===== config.mk =====
export PLATFORM = sky130hd
export DESIGN_NAME = obi_mem_demux
export DESIGN_NICKNAME = d
export VERILOG_FILES = /design/src/rtl/ext_subsys_pkg.sv /design/src/rtl/obi_mem_demux.sv
export SDC_FILE = /design/constraint.sdc
export NUM_CORES = 1
export LEC_CHECK = 0
export ABC_AREA = 1
export BUFFER_PORTS_ARGS = -buffer_cell sky130_fd_sc_hd__clkbuf_2
export CAP_MARGIN = 20
export CORE_AREA = 2 2 122 124
export DETAILED_ROUTE_END_ITERATION = 7
export DIE_AREA = 0 0 124 126
export SLEW_MARGIN = 30
export SYNTH_ARGS = -nofsm -noshare
export SYNTH_HDL_FRONTEND = slang
export SYNTH_SLANG_ARGS = --single-unit

===== constraint.sdc =====
create_clock -name vclk -period 1.15
set_input_delay 0.115 -clock vclk [all_inputs]
set_output_delay 0.115 -clock vclk [all_outputs]
set_load 0.01 [all_outputs]

===== src/rtl/ext_subsys_pkg.sv =====
/*
 * Shared types and constants of the external subsystem: OBI and register
 * bus structs, register offsets, memory map, latencies
 */
`default_nettype none

package ext_subsys_pkg;

  localparam int unsigned NUM_DOMAINS = 4;
  localparam int unsigned SWITCH_ACK_LATENCY = 15;

  localparam int unsigned MEM_LATENCY = 3;
  localparam int unsigned MEM_WORDS = 256;
  localparam int unsigned MEM_IDX_W = 8;

  // Second memory region, 0x400 to 0x7FF
  localparam logic [31:0] SLOW_MEM1_BASE = 32'h0000_0400;
  localparam logic [31:0] SLOW_MEM1_MASK = 32'hFFFF_FC00;

  // Power control register offsets
  localparam logic [31:0] REG_SWITCH = 32'h0;
  localparam logic [31:0] REG_ACK = 32'h4;
  localparam logic [31:0] REG_IRQ_PENDING = 32'h8;
  localparam logic [31:0] REG_IRQ_ENABLE = 32'hC;

  typedef logic [NUM_DOMAINS-1:0] domain_vec_t;

  typedef struct packed {
    logic        req;
    logic        we;
    logic [3:0]  be;
    logic [31:0] addr;
    logic [31:0] wdata;
  } obi_req_t;

  typedef struct packed {
    logic        gnt;
    logic        rvalid;
    logic [31:0] rdata;
  } obi_rsp_t;

  // Payload carried by the memory read pipeline
  typedef struct packed {
    logic        rvalid;
    logic [31:0] rdata;
  } mem_resp_t;

  typedef struct packed {
    logic        valid;
    logic        write;
    logic [31:0] addr;
    logic [31:0] wdata;
  } reg_req_t;

  typedef struct packed {
    logic        ready;
    logic [31:0] rdata;
    logic        error;
  } reg_rsp_t;

endpackage

`default_nettype wire


===== src/rtl/obi_mem_demux.sv =====
/*
 * OBI address decoder for two memories, first memory as default target
 */
`default_nettype none

module obi_mem_demux (
  input  ext_subsys_pkg::obi_req_t req_i,
  output ext_subsys_pkg::obi_rsp_t rsp_o,
  output ext_subsys_pkg::obi_req_t mem0_req_o,
  output ext_subsys_pkg::obi_req_t mem1_req_o,
  input  ext_subsys_pkg::obi_rsp_t mem0_rsp_i,
  input  ext_subsys_pkg::obi_rsp_t mem1_rsp_i
);

  logic sel_mem1;

  assign sel_mem1 = (req_i.addr & ext_subsys_pkg::SLOW_MEM1_MASK)
                    == ext_subsys_pkg::SLOW_MEM1_BASE;

  always_comb begin
    mem0_req_o     = req_i;
    mem1_req_o     = req_i;
    mem0_req_o.req = req_i.req & ~sel_mem1;
    mem1_req_o.req = req_i.req & sel_mem1;
  end

  assign rsp_o.gnt = sel_mem1 ? mem1_rsp_i.gnt : mem0_rsp_i.gnt;

  // Same latency on both sides, so at most one rvalid per cycle
  assign rsp_o.rvalid = mem0_rsp_i.rvalid | mem1_rsp_i.rvalid;
  assign rsp_o.rdata  = mem1_rsp_i.rvalid ? mem1_rsp_i.rdata : mem0_rsp_i.rdata;

endmodule

`default_nettype wire


# [Word level (Yosys, flattened, before mapping)]
# Cells that the tools add are included.
# Widths: inputs -> output; s select.
[word_totals] reg_bits=0 output_inout_bits=174
[op_classes] muxes=2 bitwise=4 eq_ne=1
[ops] op="$mux 32" count=1
[ops] op="$eq 22x1->1 const B" count=1
[ops] op="$and 1x1->1" count=2
[ops] op="$mux 1" count=1
[ops] op="$not 1->1" count=1
[ops] op="$or 1x1->1" count=1

# [Longest topological paths before layout]
[logic_depth] ltp_word=3 ltp_mapped=6 mapped_depth_nobuf=6

# [Worst setup path before layout]
# Ideal clock, no wire load.
[synth_timing] kind="input to output" startpoint="in req_i[61] (netlist name)" endpoint="out mem1_req_o[69] (netlist name)" cell_stages=5 required_time_ns=1.035 setup_slack_ns=0.388 t_arrival_ns=0.647 cell_sequence="nor2_1 -> nand2_1 -> nor2_2 -> nand3_2 -> nor2_1"
[synth_rtl] element="start: declaration" line="obi_mem_demux.sv:7" rtl="input ext_subsys_pkg::obi_req_t req_i,"
[synth_rtl] element="end: declaration" line="obi_mem_demux.sv:10" rtl="output ext_subsys_pkg::obi_req_t mem1_req_o,"

==> out/qor.yml <==
io_pins: 312
hold_viol_final: 0
viasPerCell: 3.14
antenna_found_initial: 0
synth_area_per_cell_um2: 5.87
start_util_pct: 11.1
seqCellArea_um2: 0
design.die.area_um2: 15600
fillers: 1722
dieHeight_um: 126
seq_area_frac_synth_pct: 0
yosysWarnings: 0
crit_path_end_kind: "output port"
post-place-cells: 483
port_buffers: 171
holdCritPathClass: "input pin to output port"
leakage_nw: 1.07
fin_crit_ns: 1.05
clock.fmax_ghz: 0.953
finalCritPeriodShare_pct: 91.2
drt-pass1-iter-count: 4
grt-ovfl-total: 0
fin_cells: 483
grt_pass1_vias: 1299
die_w_um: 124
clock_buffers: 0
drv_cap: 0
finalMaxSlewViolations: 0
p_total_mw: 0.603
first_iter_violations: 42
drive_above_1_share_pct: 59.9
grt_pass1_wl_mm: 7.10
grt_max_degree: 33
drt.antenna.violating_nets: 0
drt_wl_total_mm: 5.42
start_kind: "input pin"
area_growth_pct: 0.236
place_hpwl_mm: 5.03
cts_resized: 0
cts_hold_buf: 0
cp.required_ns: 1.03
fp.coreArea_um2: 14300
gp_congestion: 0.659
grt_usage_pct: 6.06
synthesis.area_um2: 1590
crit_fanout: 3
yosysUniqueCellTypes: 11
arrival_ns: 0.93
synthesis.nets: 409
maxSlewHeadroom_pct: 78.8
drt-wirelength-per-cell_um: 11.2
tightest_slew_ns: 0.318
ir_drop_mv: 0.112
setup-violations-final: 0
synthCells: 271
dpl_cell_area_um2: 1600
crit_type: "input pin to output port"
setup-tns-final_ns: 0
seq_cells: 0
finalInstanceArea_um2: 1600
p_per_area_nw_per_um2: 378
vias: 1518
rows: 44
fin_nets: 439
rsz0062_at_grt: "no"
drc: 0
status: "complete, no violations"
postCtsSetupBuffers: 0
insertedDiodeCount: 0
-- area by class of cell --
type / instances / area [um^2] / area share, %
Multi-Input combinational cell: 122 / 477 / 29.9
Tap cell: 184 / 230 / 14.4
Inverter: 4 / 17.5 / 1.10
Timing Repair Buffer: 173 / 871 / 54.6
-- layout by cell type, fill, tap and decap left out --
cell	count
buf_4	2
clkbuf_2	171
inv_1	3
inv_4	1
nand2_1	105
nand3_2	1
nand4_1	1
nor2_1	11
nor2_2	3
or2_2	1
-- report_power, final --
part           internal [mW]  switching (mW)  total [mW]
clock network              0               0           0
logic                  0.272           0.331       0.603
registers                  0               0           0
-- worst max-delay path: stages --
cell,delay [ns]
clkbuf_2,0.10
nor2_1,0.11
nand2_1,0.06
nor2_2,0.15
nand3_2,0.11
nand2_1,0.07
nand2_1,0.07
clkbuf_2,0.13
-- per-layer routing --
layer  part of all wire [%]  GRT usage, %
met5                      0             0
met4                    7.7          4.16
met3                     15          2.36
met2                     49          11.6
met1                     29          4.86
-- per-stage QoR --
stage | setup slack [ns] | util [%] | hold WS [ns]
after floorplan | 0.388 | - | 0.317
after global placement | 0.0864 | 11.1 | 0.230
after detailed placement | 0.0639 | 11.1 | 0.230
after CTS | 0.0656 | 11.1 | 0.230
after global routing | 0.00952 | 11.1 | 0.230
final | 0.101 | 11.1 | 0.230
-- cell usage after synthesis --
master / number / area share [%]
buf_2: 1 / 0.31
buf_4: 141 / 67
buf_6: 3 / 2.1
inv_1: 3 / 0.71
inv_4: 1 / 0.39
nand2_1: 105 / 25
nand3_2: 1 / 0.63
nand4_1: 1 / 0.39
nor2_1: 11 / 2.6
nor2_2: 3 / 1.2
or2_2: 1 / 0.39
-- cells by family after synthesis --
group	Yosys count	synth area share, %
buf+inv	149	70.0
simple gates	122	30.0
-- path summary, 6_finish.rpt --
| kind | startpoint | to | slack [ns] | depth (start not counted) |
|---|---|---|---|---|
| worst max-delay path | req_i[55] | rsp_o[33] | 0.10 | 8 |
| worst min-delay path | req_i[64] | mem0_req_o[64] | 0.23 | 0 |
No activity file was read; power rests on OpenSTA's default activity.
