File: src/rtl/ext_subsys_pkg.sv
/*
 * Shared types and constants of the external subsystem: OBI and register
 * bus structs, register offsets, memory map, latencies
 */
`default_nettype none

package ext_subsys_pkg;

  localparam int unsigned NUM_DOMAINS = 4;
  localparam int unsigned SWITCH_ACK_LATENCY = 15;

  localparam int unsigned MEM_LATENCY = 3;
  localparam int unsigned MEM_WORDS = 256;
  localparam int unsigned MEM_IDX_W = 8;

  // Second memory region, 0x400 to 0x7FF
  localparam logic [31:0] SLOW_MEM1_BASE = 32'h0000_0400;
  localparam logic [31:0] SLOW_MEM1_MASK = 32'hFFFF_FC00;

  // Power control register offsets
  localparam logic [31:0] REG_SWITCH = 32'h0;
  localparam logic [31:0] REG_ACK = 32'h4;
  localparam logic [31:0] REG_IRQ_PENDING = 32'h8;
  localparam logic [31:0] REG_IRQ_ENABLE = 32'hC;

  typedef logic [NUM_DOMAINS-1:0] domain_vec_t;

  typedef struct packed {
    logic        req;
    logic        we;
    logic [3:0]  be;
    logic [31:0] addr;
    logic [31:0] wdata;
  } obi_req_t;

  typedef struct packed {
    logic        gnt;
    logic        rvalid;
    logic [31:0] rdata;
  } obi_rsp_t;

  // Payload carried by the memory read pipeline
  typedef struct packed {
    logic        rvalid;
    logic [31:0] rdata;
  } mem_resp_t;

  typedef struct packed {
    logic        valid;
    logic        write;
    logic [31:0] addr;
    logic [31:0] wdata;
  } reg_req_t;

  typedef struct packed {
    logic        ready;
    logic [31:0] rdata;
    logic        error;
  } reg_rsp_t;

endpackage

`default_nettype wire

File: src/rtl/pwr_ctrl_regs.sv
/*
 * Power control registers: switch request, acknowledge readback,
 * interrupt pending and enable, completion interrupt
 */
`default_nettype none

module pwr_ctrl_regs (
  input  logic                        clk_i,
  input  logic                        arst_n_i,
  input  ext_subsys_pkg::reg_req_t    reg_req_i,
  output ext_subsys_pkg::reg_rsp_t    reg_rsp_o,
  output ext_subsys_pkg::domain_vec_t switch_n_o,
  input  ext_subsys_pkg::domain_vec_t switch_ack_n_i,
  output logic                        irq_o
);

  ext_subsys_pkg::domain_vec_t switch_q;
  ext_subsys_pkg::domain_vec_t ack_q;
  ext_subsys_pkg::domain_vec_t pending_q;
  ext_subsys_pkg::domain_vec_t enable_q;
  ext_subsys_pkg::domain_vec_t ack_chg;
  ext_subsys_pkg::domain_vec_t pend_clr;
  logic                        irq_q;

  logic hit_switch, hit_ack, hit_pending, hit_enable;
  logic wr;

  assign hit_switch  = reg_req_i.addr == ext_subsys_pkg::REG_SWITCH;
  assign hit_ack     = reg_req_i.addr == ext_subsys_pkg::REG_ACK;
  assign hit_pending = reg_req_i.addr == ext_subsys_pkg::REG_IRQ_PENDING;
  assign hit_enable  = reg_req_i.addr == ext_subsys_pkg::REG_IRQ_ENABLE;

  assign wr = reg_req_i.valid & reg_req_i.write;

  assign ack_chg  = switch_ack_n_i ^ ack_q;
  assign pend_clr = (wr && hit_pending) ?
                    reg_req_i.wdata[ext_subsys_pkg::NUM_DOMAINS-1:0] : '0;

  always_ff @(posedge clk_i or negedge arst_n_i) begin
    if (!arst_n_i) begin
      switch_q  <= '1;
      ack_q     <= '1;
      pending_q <= '0;
      enable_q  <= '0;
      irq_q     <= 1'b0;
    end else begin
      ack_q <= switch_ack_n_i;
      if (wr && hit_switch) begin
        switch_q <= reg_req_i.wdata[ext_subsys_pkg::NUM_DOMAINS-1:0];
      end
      if (wr && hit_enable) begin
        enable_q <= reg_req_i.wdata[ext_subsys_pkg::NUM_DOMAINS-1:0];
      end
      // A new acknowledge edge beats a software clear
      pending_q <= (pending_q & ~pend_clr) | ack_chg;
      irq_q     <= |(pending_q & enable_q);
    end
  end

  always_comb begin
    reg_rsp_o.ready = reg_req_i.valid;
    reg_rsp_o.error = reg_req_i.valid & ~(hit_switch | hit_ack | hit_pending | hit_enable);
    reg_rsp_o.rdata = '0;
    if (hit_switch) reg_rsp_o.rdata[ext_subsys_pkg::NUM_DOMAINS-1:0] = switch_q;
    if (hit_ack) reg_rsp_o.rdata[ext_subsys_pkg::NUM_DOMAINS-1:0] = switch_ack_n_i;
    if (hit_pending) reg_rsp_o.rdata[ext_subsys_pkg::NUM_DOMAINS-1:0] = pending_q;
    if (hit_enable) reg_rsp_o.rdata[ext_subsys_pkg::NUM_DOMAINS-1:0] = enable_q;
  end

  assign switch_n_o = switch_q;
  assign irq_o      = irq_q;

endmodule

`default_nettype wire

File: config.mk
export PLATFORM = sky130hd
export DESIGN_NAME = pwr_ctrl_regs
export DESIGN_NICKNAME = d
export VERILOG_FILES = /design/src/rtl/ext_subsys_pkg.sv /design/src/rtl/pwr_ctrl_regs.sv
export SDC_FILE = /design/constraint.sdc
export NUM_CORES = 1
export LEC_CHECK = 0
export BUFFER_PORTS_ARGS = -buffer_cell sky130_fd_sc_hd__buf_2
export CAP_MARGIN = 20
export CORE_UTILIZATION = 36
export DETAILED_ROUTE_END_ITERATION = 7
export GPL_TIMING_DRIVEN = 0
export PLACE_DENSITY = 0.81
export SLEW_MARGIN = 30
export SYNTH_ARGS = -nofsm -noshare
export SYNTH_HDL_FRONTEND = slang
export SYNTH_SLANG_ARGS = --single-unit
File: constraint.sdc
create_clock -name clk_i -period 2.2 [get_ports clk_i]
set_clock_uncertainty 0.05 [all_clocks]
set_input_delay 0.44 -clock clk_i [delete_from_list [all_inputs] [get_ports clk_i]]
set_output_delay 0.44 -clock clk_i [all_outputs]
set_load 0.03 [all_outputs]
Yosys cells after proc, flatten, opt, wreduce, memory -nomap -nowiden:

Index checks and enable logic that the tools add are counted.

* memories: 0
* bits in latches: 0
* register bits: 17
* word-level logic and storage cells: 29
* RAM bits: 0
* memory bits (read-only): 0
* output and inout port bits: 39

* multiplexer cells: 5
* multipliers: 0
* magnitude comparators: 0
* divide/modulo/power cells: 0
* reductions and logical operators: 5
* bitwise operators: 11
* equal/unequal tests: 3
* add/subtract/negate cells: 0
* shift operators: 0

Operators with widths (count)
* equality test 32 x 4 -> 1 bit, second input constant: 2
* equality test 32 x 3 -> 1 bit, second input constant: 1
* zero test 32 bit: 1
* two-way mux 4 bit: 5
* bitwise AND 4 bit: 2
* inverter 4 bit: 1
* bitwise OR 4 bit: 1
* OR reduction 4 bit: 1
* bitwise XOR 4 bit: 1
* logical AND 1 bit: 3
* bitwise OR 1 bit: 3
* bitwise AND 1 bit: 2
* inverter 1 bit: 1

Depth between registers and ports, before layout:

Gate-level depths: netlist of run 1.

* word-level depth: 6
* mapped depth: 6
* mapped depth without buffers: 5

Worst setup path before layout of run 1:

Ideal clock, no wire load.

* path type: in2out
* start point: input port reg_req_i[45] (netlist bit)
* end point: output port reg_rsp_o[1] (netlist bit)
* slack: -0.223 ns
* data required time: 1.710 ns
* arrival: 1.933 ns
* stages: 5
* path buffers: 1
* cells stage by stage: nor4_1 > nand2_1 > or4_1 > clkbuf_1 > nor2b_1

RTL lines
* start: declaration: line pwr_ctrl_regs.sv:10 `input ext_subsys_pkg::reg_req_t reg_req_i,`
* end: declaration: line pwr_ctrl_regs.sv:11 `output ext_subsys_pkg::reg_rsp_t reg_rsp_o,`

==> results of run 1 <==
-- per-layer routing --
layer	track usage	vias to the layer above	routed length, um
li1	-	476	-
met1	0.175	452	995
met2	0.321	63	1450
met3	0.0379	2	259
met4	0.0408	0	10
met5	0	-	0
-- report_power, final --
group	total (uW)	internal, uW	switching (uW)
Combinational	219	97.6	121
Sequential	321	319	1.76
Clock	167	70.4	97.1
Total	708	487	220
-- cells in the final DEF, fill, tap and decap left out --
cell type and n:
a22oi_1 2, and2_4 1, and3_1 1, buf_2 41, buf_4 30, buf_6 13, clkbuf_1 2, clkbuf_16 1
clkbuf_4 3, clkbuf_8 1, conb_1 28, dfrtp_1 9, dfstp_2 8, mux2_4 8, mux4_2 4, nand2_1 11
nand3b_1 4, nor2_1 1, nor2_4 1, nor2b_2 2, nor2b_4 2, nor4_2 2, nor4_4 5, o21ai_0 4
or4_4 2, xnor2_1 4
-- layout make-up --
class / count / area share
clock buffer: 4 / 0.0146
buffer: 31 / 0.137
timing repair buffer: 56 / 0.207
sequential: 17 / 0.241
multi-input combinational: 82 / 0.380
tap: 31 / 0.0215
-- worst min path at each step --
stage,cells after the start,slack (ns),startpoint,end
after global routing,1,0.03,arst_n_i,irq_o
after detailed placement,1,0.33,arst_n_i,irq_o
after global placement,1,0.33,arst_n_i,irq_o
after CTS,1,0.01,arst_n_i,irq_o
after floorplan,0,0.09,arst_n_i,enable_q[0]
final,1,0.004,arst_n_i,irq_o
-- state kept, by name, summed over array words and instances, names as in the netlist --
register    cells
ack_q           4
enable_q        4
irq_o           1
pending_q       4
switch_n_o      4
-- timing repair --
item	CTS	global route
hold endpoints to repair	0	0
pin swaps	6	8
endpoints found under the setup margin	13	13
cloned	1	0
gates resized for setup	26	15
setup buffers	1	1
-- cell families after synthesis --
logic type,after synthesis,share of synthesized area
simple gates,32,0.160
mux,12,0.174
buf+inv,32,0.211
flops,17,0.389
compound gates,6,0.0313
xor+xnor,4,0.0313
other cells,1,0.00335
-- critical path, stage by stage --
cell	delay (ns)
buf_2	0.12
nor4_4	0.24
nand2_1	0.08
or4_4	0.53
clkbuf_16	0.18
and2_4	0.13
buf_6	0.13
-- per-stage QoR --
stage	setup TNS, ns	instances
floorplan	-1.21	131
global placement	-4.93	215
detailed placement	-5.39	215
CTS	-0.751	220
global route	-1.64	221
finish	-1.08	221
==> key figures, run 1 <==
Run status
  • Status: finished with violations
  • Failing checks: design-rule violations, negative setup slack

Floorplan
  • Die Ht: 57.8 um
  • DIE WIDTH: 57.8 um
  • Row count: 19
  • Core Region: about 2900 um2
  • Starting Density: 0.393
  • Die footprint: ~3300 um2
  • # IOs: between 100 and 150

Cells and area
  • Area growth syn-to-layout: 61.2%
  • Register area: around 440 um2
  • Layout cells sized above 1: 0.653
  • Layout Nets: 263
  • N_diodes: 0
  • Final non-filler cell area: around 1800 um2
  • Multi-input logic area: around 690 um2
  • Post-layout util: 0.633
  • FILL cells: between 200 and 250

Yosys
  • Yosys cell types: 21
  • Largest area contributor in the netlist: dfrtp_1
  • Most common library cells after synthesis: buf_4, nand2_1, dfrtp_1
  • Yosys reg bits: 17
  • Post-Syn Area: between 1000 and 1500 um2
  • Gate Count Post-Synth: roughly 100
  • Synth top area cells: dfrtp_1, buf_4, dfstp_2
  • Post-synthesis sequential area ratio: 0.389
  • Post-synth top area share: 0.201
  • Yosys warnings: 0
  • Avg Cell Area, Syn: between 10 and 15 um2
  • Most common cell in the netlist: buf_4
  • Number of synthesized flops with an enable pin: 0
  • Top_reg_cell synth: dfrtp_1
  • Async SR Flop Fraction: 1.00

Timing
  • Fin Hold WS: 0.00363 ns
  • Setup ws final: -0.153 ns
  • Max Fclk: around 430 MHz
  • Worst-Margin Slew: 0.524 ns
  • RSZ-0062 raised after global routing: yes
  • Fin. Hold Viols: 0
  • Crit path time final: 2.35 ns
  • Final count of pins violating max slew: 0
  • Crit share post-route: 1.07
  • Worst slew margin: 0.651
  • Setup-failing EPs final: 9

CTS
  • Depth of the CTS H-tree: 1
  • CTS Buf Count: 3
  • Clock Root Buffer: clkbuf_4
  • CTS hold repair buffers: 0
  • CTS tree: yes
  • Worst-skew pair later-pin latency: 0.28 ns
  • Clock Tree Buf Depth: 2
  • CTS clock-pin slew for the worst setup and hold paths: approximately 0.10 ns
  • Clock sink total: 17

Drt
  • 1st-iter DRT viols: 21
  • Routed wire length: between 2000 and 3000 um
  • ANT nets after route: 0
  • WL/cell: between 10 and 15 um
  • Vias after detailed routing: 993
  • Total iterations of the first detailed-routing run: 6
  • DR vias/cell: between 4 and 5
  • Post-route DRC: 3

Place
  • HPWL Detailed: slightly above 2000 um
  • RePlAce Congestion: around 0.77
  • Placed cell area: 1560 um2
  • Port bufs: 53
  • DP Worst Slack: -0.487 ns

Global route
  • Total Routing Usage GR: 0.163
  • Largest net degree at the start of global routing: 18
  • Total grt overflow: 0
  • Global-route wire length before repair: 4270 um
  • Initial antenna violation count: 0
  • Vias in the first global route: ~1000

Critical path
  • Crit Path Class: in2out
  • Worst setup path startpoint: reg_req_i[32]
  • Critical Path AT: ~1.9 ns
  • Reg-to-reg endpoint: pending_q[2]
  • Worst Reg-to-Reg Cells: 2
  • R2R Setup Slk: about 1.3 ns
  • Crit. End Element: output port
  • Startpoint types: input port
  • Req. time, crit path: between 1.5 and 2 ns
  • Worst setup path endpoint: reg_rsp_o[0]
  • Max Fanout on Critical Path: 5
  • RR Startpoint: ack_q[2]

Min path
  • Hold Path Class: in2async

Pwr
  • PnR Total Power: 708 uW
  • Ratio of total power to cell area: ~390 nW/um2
  • Worst vdd ir: 0.180 mV
  • Leakage power: between 0.0008 and 0.0009 uW

Job
  • MaxCap Viol Count: 0
No activity file was read; power rests on OpenSTA's default activity.
==> inputs of run 2 (changes only) <==
--- a/config.mk
+++ b/config.mk
@@ -7,10 +7,10 @@
 export LEC_CHECK = 0
 export BUFFER_PORTS_ARGS = -buffer_cell sky130_fd_sc_hd__buf_2
 export CAP_MARGIN = 20
-export CORE_UTILIZATION = 36
+export CORE_UTILIZATION = 30
 export DETAILED_ROUTE_END_ITERATION = 7
 export GPL_TIMING_DRIVEN = 0
-export PLACE_DENSITY = 0.81
+export PLACE_DENSITY = 0.69
 export SLEW_MARGIN = 30
 export SYNTH_ARGS = -nofsm -noshare
 export SYNTH_HDL_FRONTEND = slang
==> key figures, run 2 (synthesis results as in run 1) <==
Timing
  • Worst-Margin Slew: between 0.5 and 0.6 ns
  • Setup ws final: -0.162 ns
  • Crit share post-route: 1.07
  • Crit path time final: ~2.4 ns
  • Fin. Hold Viols: 0
  • Worst slew margin: 0.637
  • RSZ-0062 raised after global routing: yes
  • Setup-failing EPs final: 13
  • Final count of pins violating max slew: 0
  • Max Fclk: 423 MHz

Floorplan
  • Row count: 21
  • Starting Density: 0.325
  • DIE WIDTH: approximately 63 um
  • Die footprint: 3980 um2
  • Die Ht: 63.1 um
  • # IOs: roughly 110
  • Core Region: approximately 3400 um2

Critical path
  • Critical Path AT: around 1.9 ns
  • Max Fanout on Critical Path: 5
  • WP buf/inv: 3
  • Crit. End Element: output port
  • Cell family with most CP delay: simple AND/OR/NAND/NOR gates
  • R2R Setup Slk: between 1 and 1.5 ns
  • CP max stage delay: 0.56 ns
  • Crit path max-delay cell type: or4_4
  • Req. time, crit path: between 1.5 and 2 ns
  • CP cell instances: buf_2 -> nor4_2 -> nand2_1 -> or4_4 -> clkbuf_16 -> and2_4 -> buf_6
  • Startpoint types: input port
  • Crit Path Class: in2out

Cells and area
  • Area growth syn-to-layout: 64.5%
  • Layout Nets: between 200 and 300
  • Most frequent cells in the layout: buf_2, buf_4, conb_1, buf_6, nand2_1
  • Fin cells: 236
  • Layout cells sized above 1: 0.658
  • Final non-filler cell area: between 1500 and 2000 um2
  • Most common cell after layout, fill and taps aside: buf_2
  • FILL cells: roughly 300
  • N_diodes: 0

CTS
  • CTS hold repair buffers: 0
  • Depth of the CTS H-tree: 1
  • CTS clock-pin slew for the worst setup and hold paths: 0.07 ns
  • CTS Buf Count: 3
  • Worst-skew pair later-pin latency: 0.26 ns
  • CTS tree: yes
  • Clock Tree Buf Depth: 2
  • Clock Root Buffer: clkbuf_8
  • Clock sink total: 17

Job
  • MaxCap Viol Count: 0

Place
  • Placed cell area: 1580 um2
  • HPWL Detailed: 2010 um
  • Post-Place Cells: 230
  • DP Worst Slack: -0.512 ns
  • Port bufs: 53
  • RePlAce Congestion: ~0.74

Drt
  • ANT nets after route: 0
  • 1st-iter DRT viols: 18
  • Post-route DRC: 0
  • Vias after detailed routing: 1000
  • Total iterations of the first detailed-routing run: 4
  • DR vias/cell: approximately 4.2
  • Routed wire length: around 2700 um
  • WL/cell: around 11 um

Global route
  • Total Routing Usage GR: 0.141
  • Global-route wire length before repair: 4290 um
  • Largest net degree at the start of global routing: 18
  • Vias in the first global route: ~1000
  • Initial antenna violation count: 0
  • Total grt overflow: 0

Run status
  • Status: finished with violations
  • Failing checks: negative setup slack

Pwr
  • Ratio of total power to cell area: between 400 and 500 nW/um2
  • Leakage power: about 0.00091 uW
  • Worst vdd ir: between 0.2 and 0.25 mV

Min path
  • Hold Path Class: in2async
## run 2: cell count changes in the layout (fill, tap and decap cells not counted)
cell | previous run | this run
clkinv_2 | 0 | 1
clkbuf_1 | 2 | 1
clkbuf_8 | 1 | 4
buf_6 | 13 | 14
nor4_2 | 2 | 3
clkbuf_4 | 3 | 0
nor4_4 | 5 | 4
buf_2 | 41 | 40
## run 2: area by class of cell
class,count,area (um2),area share
multi-input combinational,82,677,0.368
sequential,17,435,0.236
timing repair buffer,56,379,0.206
buffer,31,246,0.134
tap,46,57.6,0.0312
clock buffer,3,41.3,0.0224
clock inverter,1,5.00,0.00272
## run 2: power breakdown
part | switching (uW) | internal [uW] | total (uW)
registers | 1.54 | 320 | 321
clock network | 110 | 126 | 236
logic | 120 | 98.2 | 218
total | 232 | 544 | 775
## run 2: routing by layer
metal,GRT usage,wire (um),vias up
met5,0,0,-
met4,0.0610,44,0
met3,0.0362,219,5
met2,0.253,1360,60
met1,0.155,1050,460
li1,-,-,475
## run 2: path summary, 6_finish.rpt
check	startpoint	to	depth (start not counted)
max	reg_req_i[60]	reg_rsp_o[0]	7
min	arst_n_i	enable_q[1]	1
max reg2reg	ack_q[0]	pending_q[0]	2
min reg2reg	pending_q[3]	irq_o	2
max in group asynchronous	arst_n_i	switch_n_o[3]	1
min in group clk_i	switch_ack_n_i[0]	ack_q[0]	1
## run 2: per-stage QoR
| stage | total power [uW] | util | setup TNS, ns | hold WS (ns) |
|---|---|---|---|---|
| after floorplan | 462 | - | -1.21 | 0.0944 |
| after global placement | 520 | 0.458 | -5.08 | 0.329 |
| after detailed placement | 520 | 0.458 | -5.72 | 0.335 |
| after CTS | 771 | 0.510 | -1.01 | 0.0533 |
| after global routing | 822 | 0.535 | -1.85 | 0.0621 |
| final | 775 | 0.535 | -1.39 | 0.0490 |
## run 2: worst reg2reg max path, stage by stage (launching register included)
cell and delay (ns):
dfstp_2 0.53, xnor2_1 0.12, nand2_1 0.07
## run 2: repair_timing
| item | CTS | global route |
|---|---|---|
| setup endpoints to repair | 13 | 13 |
| cloned | 1 | 0 |
| hold endpoints to repair | 0 | 0 |
| pin swaps | 6 | 7 |
| resized for setup | 27 | 14 |
| buffers inserted | 1 | 1 |
==> inputs of run 3 (changes only) <==
--- a/config.mk
+++ b/config.mk
@@ -7,10 +7,13 @@
 export LEC_CHECK = 0
 export BUFFER_PORTS_ARGS = -buffer_cell sky130_fd_sc_hd__buf_2
 export CAP_MARGIN = 20
-export CORE_UTILIZATION = 30
+export CELL_PAD_IN_SITES_DETAIL_PLACEMENT = 2
+export CELL_PAD_IN_SITES_GLOBAL_PLACEMENT = 2
+export CORE_UTILIZATION = 19
+export CTS_BUF_LIST = sky130_fd_sc_hd__clkbuf_2 sky130_fd_sc_hd__clkbuf_4 sky130_fd_sc_hd__clkbuf_8
 export DETAILED_ROUTE_END_ITERATION = 7
 export GPL_TIMING_DRIVEN = 0
-export PLACE_DENSITY = 0.69
+export PLACE_DENSITY_LB_ADDON = 0.1
 export SLEW_MARGIN = 30
 export SYNTH_ARGS = -nofsm -noshare
 export SYNTH_HDL_FRONTEND = slang
==> key figures, run 3 (synthesis results as in run 1) <==
Critical path
  • Max Fanout on Critical Path: 5
  • Crit Path Class: in2out
  • WP buf/inv: 3
  • RR Startpoint: ack_q[3]
  • Crit. End Element: output port
  • CP cell instances: buf_6 -> nor4_4 -> nand2_1 -> or4_4 -> clkbuf_16 -> and2_4 -> buf_6
  • Worst Reg-to-Reg Cells: 2
  • Cell family with most CP delay: simple AND/OR/NAND/NOR gates
  • Reg-to-reg endpoint: pending_q[3]
  • Critical Path AT: between 1.5 and 2 ns
  • Startpoint types: input port
  • Crit path max-delay cell type: or4_4
  • Most used cell, CP: buf_6
  • Worst setup path startpoint: reg_req_i[62]
  • Req. time, crit path: approximately 1.7 ns
  • R2R Setup Slk: 1.30 ns
  • CP max stage delay: 0.55 ns

Min path
  • Hold Path Class: in2async

CTS
  • CTS Buf Count: 3
  • Worst-skew pair later-pin latency: approximately 0.25 ns
  • Depth of the CTS H-tree: 1
  • CTS tree: yes
  • Clock sink total: 17
  • CTS clock-pin slew for the worst setup and hold paths: around 0.07 ns
  • Clock Root Buffer: clkbuf_8
  • Clock Tree Buf Depth: 2

Cells and area
  • FILL cells: between 600 and 700
  • N_diodes: 0
  • Layout cells sized above 1: 0.656
  • Area growth syn-to-layout: 66.8%
  • Most frequent cells in the layout: buf_2, buf_4, conb_1, buf_6, nand2_1
  • Fin cells: between 200 and 300
  • Multi-input logic area: 676 um2
  • Layout Nets: around 260
  • Register area: 435 um2
  • Most common cell after layout, fill and taps aside: buf_2

Drt
  • Total iterations of the first detailed-routing run: 3
  • ANT nets after route: 0
  • Vias after detailed routing: 1025
  • Routed wire length: approximately 3400 um
  • DR vias/cell: between 3 and 4
  • WL/cell: approximately 13 um
  • 1st-iter DRT viols: 18
  • Post-route DRC: 0

Timing
  • Worst-Margin Slew: approximately 0.59 ns
  • Fin. Hold Viols: 0
  • Fin Hold WS: between 0.05 and 0.06 ns
  • Crit path time final: between 2 and 2.5 ns
  • Crit share post-route: 1.08
  • Final count of pins violating max slew: 0
  • Setup-failing EPs final: 9
  • RSZ-0062 raised after global routing: yes
  • Setup ws final: -0.168 ns
  • Max Fclk: roughly 420 MHz
  • Worst slew margin: 0.605

Floorplan
  • Die Ht: between 70 and 80 um
  • Die footprint: a little over 6000 um2
  • # IOs: about 110
  • Core Region: 5610 um2
  • Starting Density: 0.200
  • DIE WIDTH: roughly 80 um
  • Row count: 27

Global route
  • Total Routing Usage GR: 0.114
  • Global-route wire length before repair: roughly 5500 um
  • Largest net degree at the start of global routing: 18
  • Vias in the first global route: around 1200
  • Total grt overflow: 0
  • Initial antenna violation count: 0

Job
  • MaxCap Viol Count: 0

Run status
  • Failing checks: negative setup slack
  • Status: finished with violations

Pwr
  • Worst vdd ir: between 0.15 and 0.2 mV
  • Ratio of total power to cell area: between 400 and 500 nW/um2
  • Leakage power: about 0.0009 uW

Place
  • HPWL Detailed: 2590 um
  • Port bufs: 53
  • RePlAce Congestion: 0.695
  • Post-Place Cells: between 200 and 300
[run 3: per-layer routing]
metal / vias up / GRT usage / share of wire
li1: 474 / - / -
met1: 484 / 0.135 / 0.42
met2: 63 / 0.201 / 0.50
met3: 4 / 0.0253 / 0.077
met4: 0 / 0.0389 / 0.012
met5: - / 0 / 0
[run 3: worst max path at each step]
stage | slack (ns) | cells after the start | to
floorplan | -0.11 | 6 | switch_n_o[0]
global placement | -0.53 | 7 | reg_rsp_o[0]
detailed placement | -0.60 | 7 | enable_q[0]
CTS | -0.17 | 7 | reg_rsp_o[0]
global route | -0.20 | 7 | reg_rsp_o[0]
finish | -0.17 | 7 | reg_rsp_o[0]
[run 3: cell type report]
cell class | count | share of cell area
buffer | 31 | 0.132
timing repair buffer | 55 | 0.200
multi-input combinational | 82 | 0.362
sequential | 17 | 0.233
tap | 72 | 0.0482
clock inverter | 1 | 0.00268
clock buffer | 3 | 0.0221
[run 3: per-stage QoR]
step	setup TNS, ns	utilization	cell area (um2)	worst slack [ns]	power [uW]
floorplan	-1.21	-	1250	-0.106	462
global placement	-5.87	0.287	1610	-0.527	521
detailed placement	-6.60	0.287	1610	-0.600	523
CTS	-1.07	0.323	1810	-0.173	780
global route	-1.34	0.333	1870	-0.204	823
finish	-0.985	0.333	1870	-0.168	783
[run 3: report_power, final]
group | internal [uW] | switching, uW | leakage, uW
Clock | 126 | 111 | 0.0000255
Combinational | 100 | 125 | 0.000689
Sequential | 320 | 1.77 | 0.000188
Total | 546 | 238 | 0.000903
[run 3: repair_timing]
action / 4_1_cts / 5_1_grt
buffers inserted: 1 / 0
hold buffers: 0 / 0
resized for setup: 31 / 8
pin swaps: 7 / 7
endpoints found under the hold margin: 0 / 0
gates cloned: 1 / 0
endpoints found under the setup margin: 13 / 13
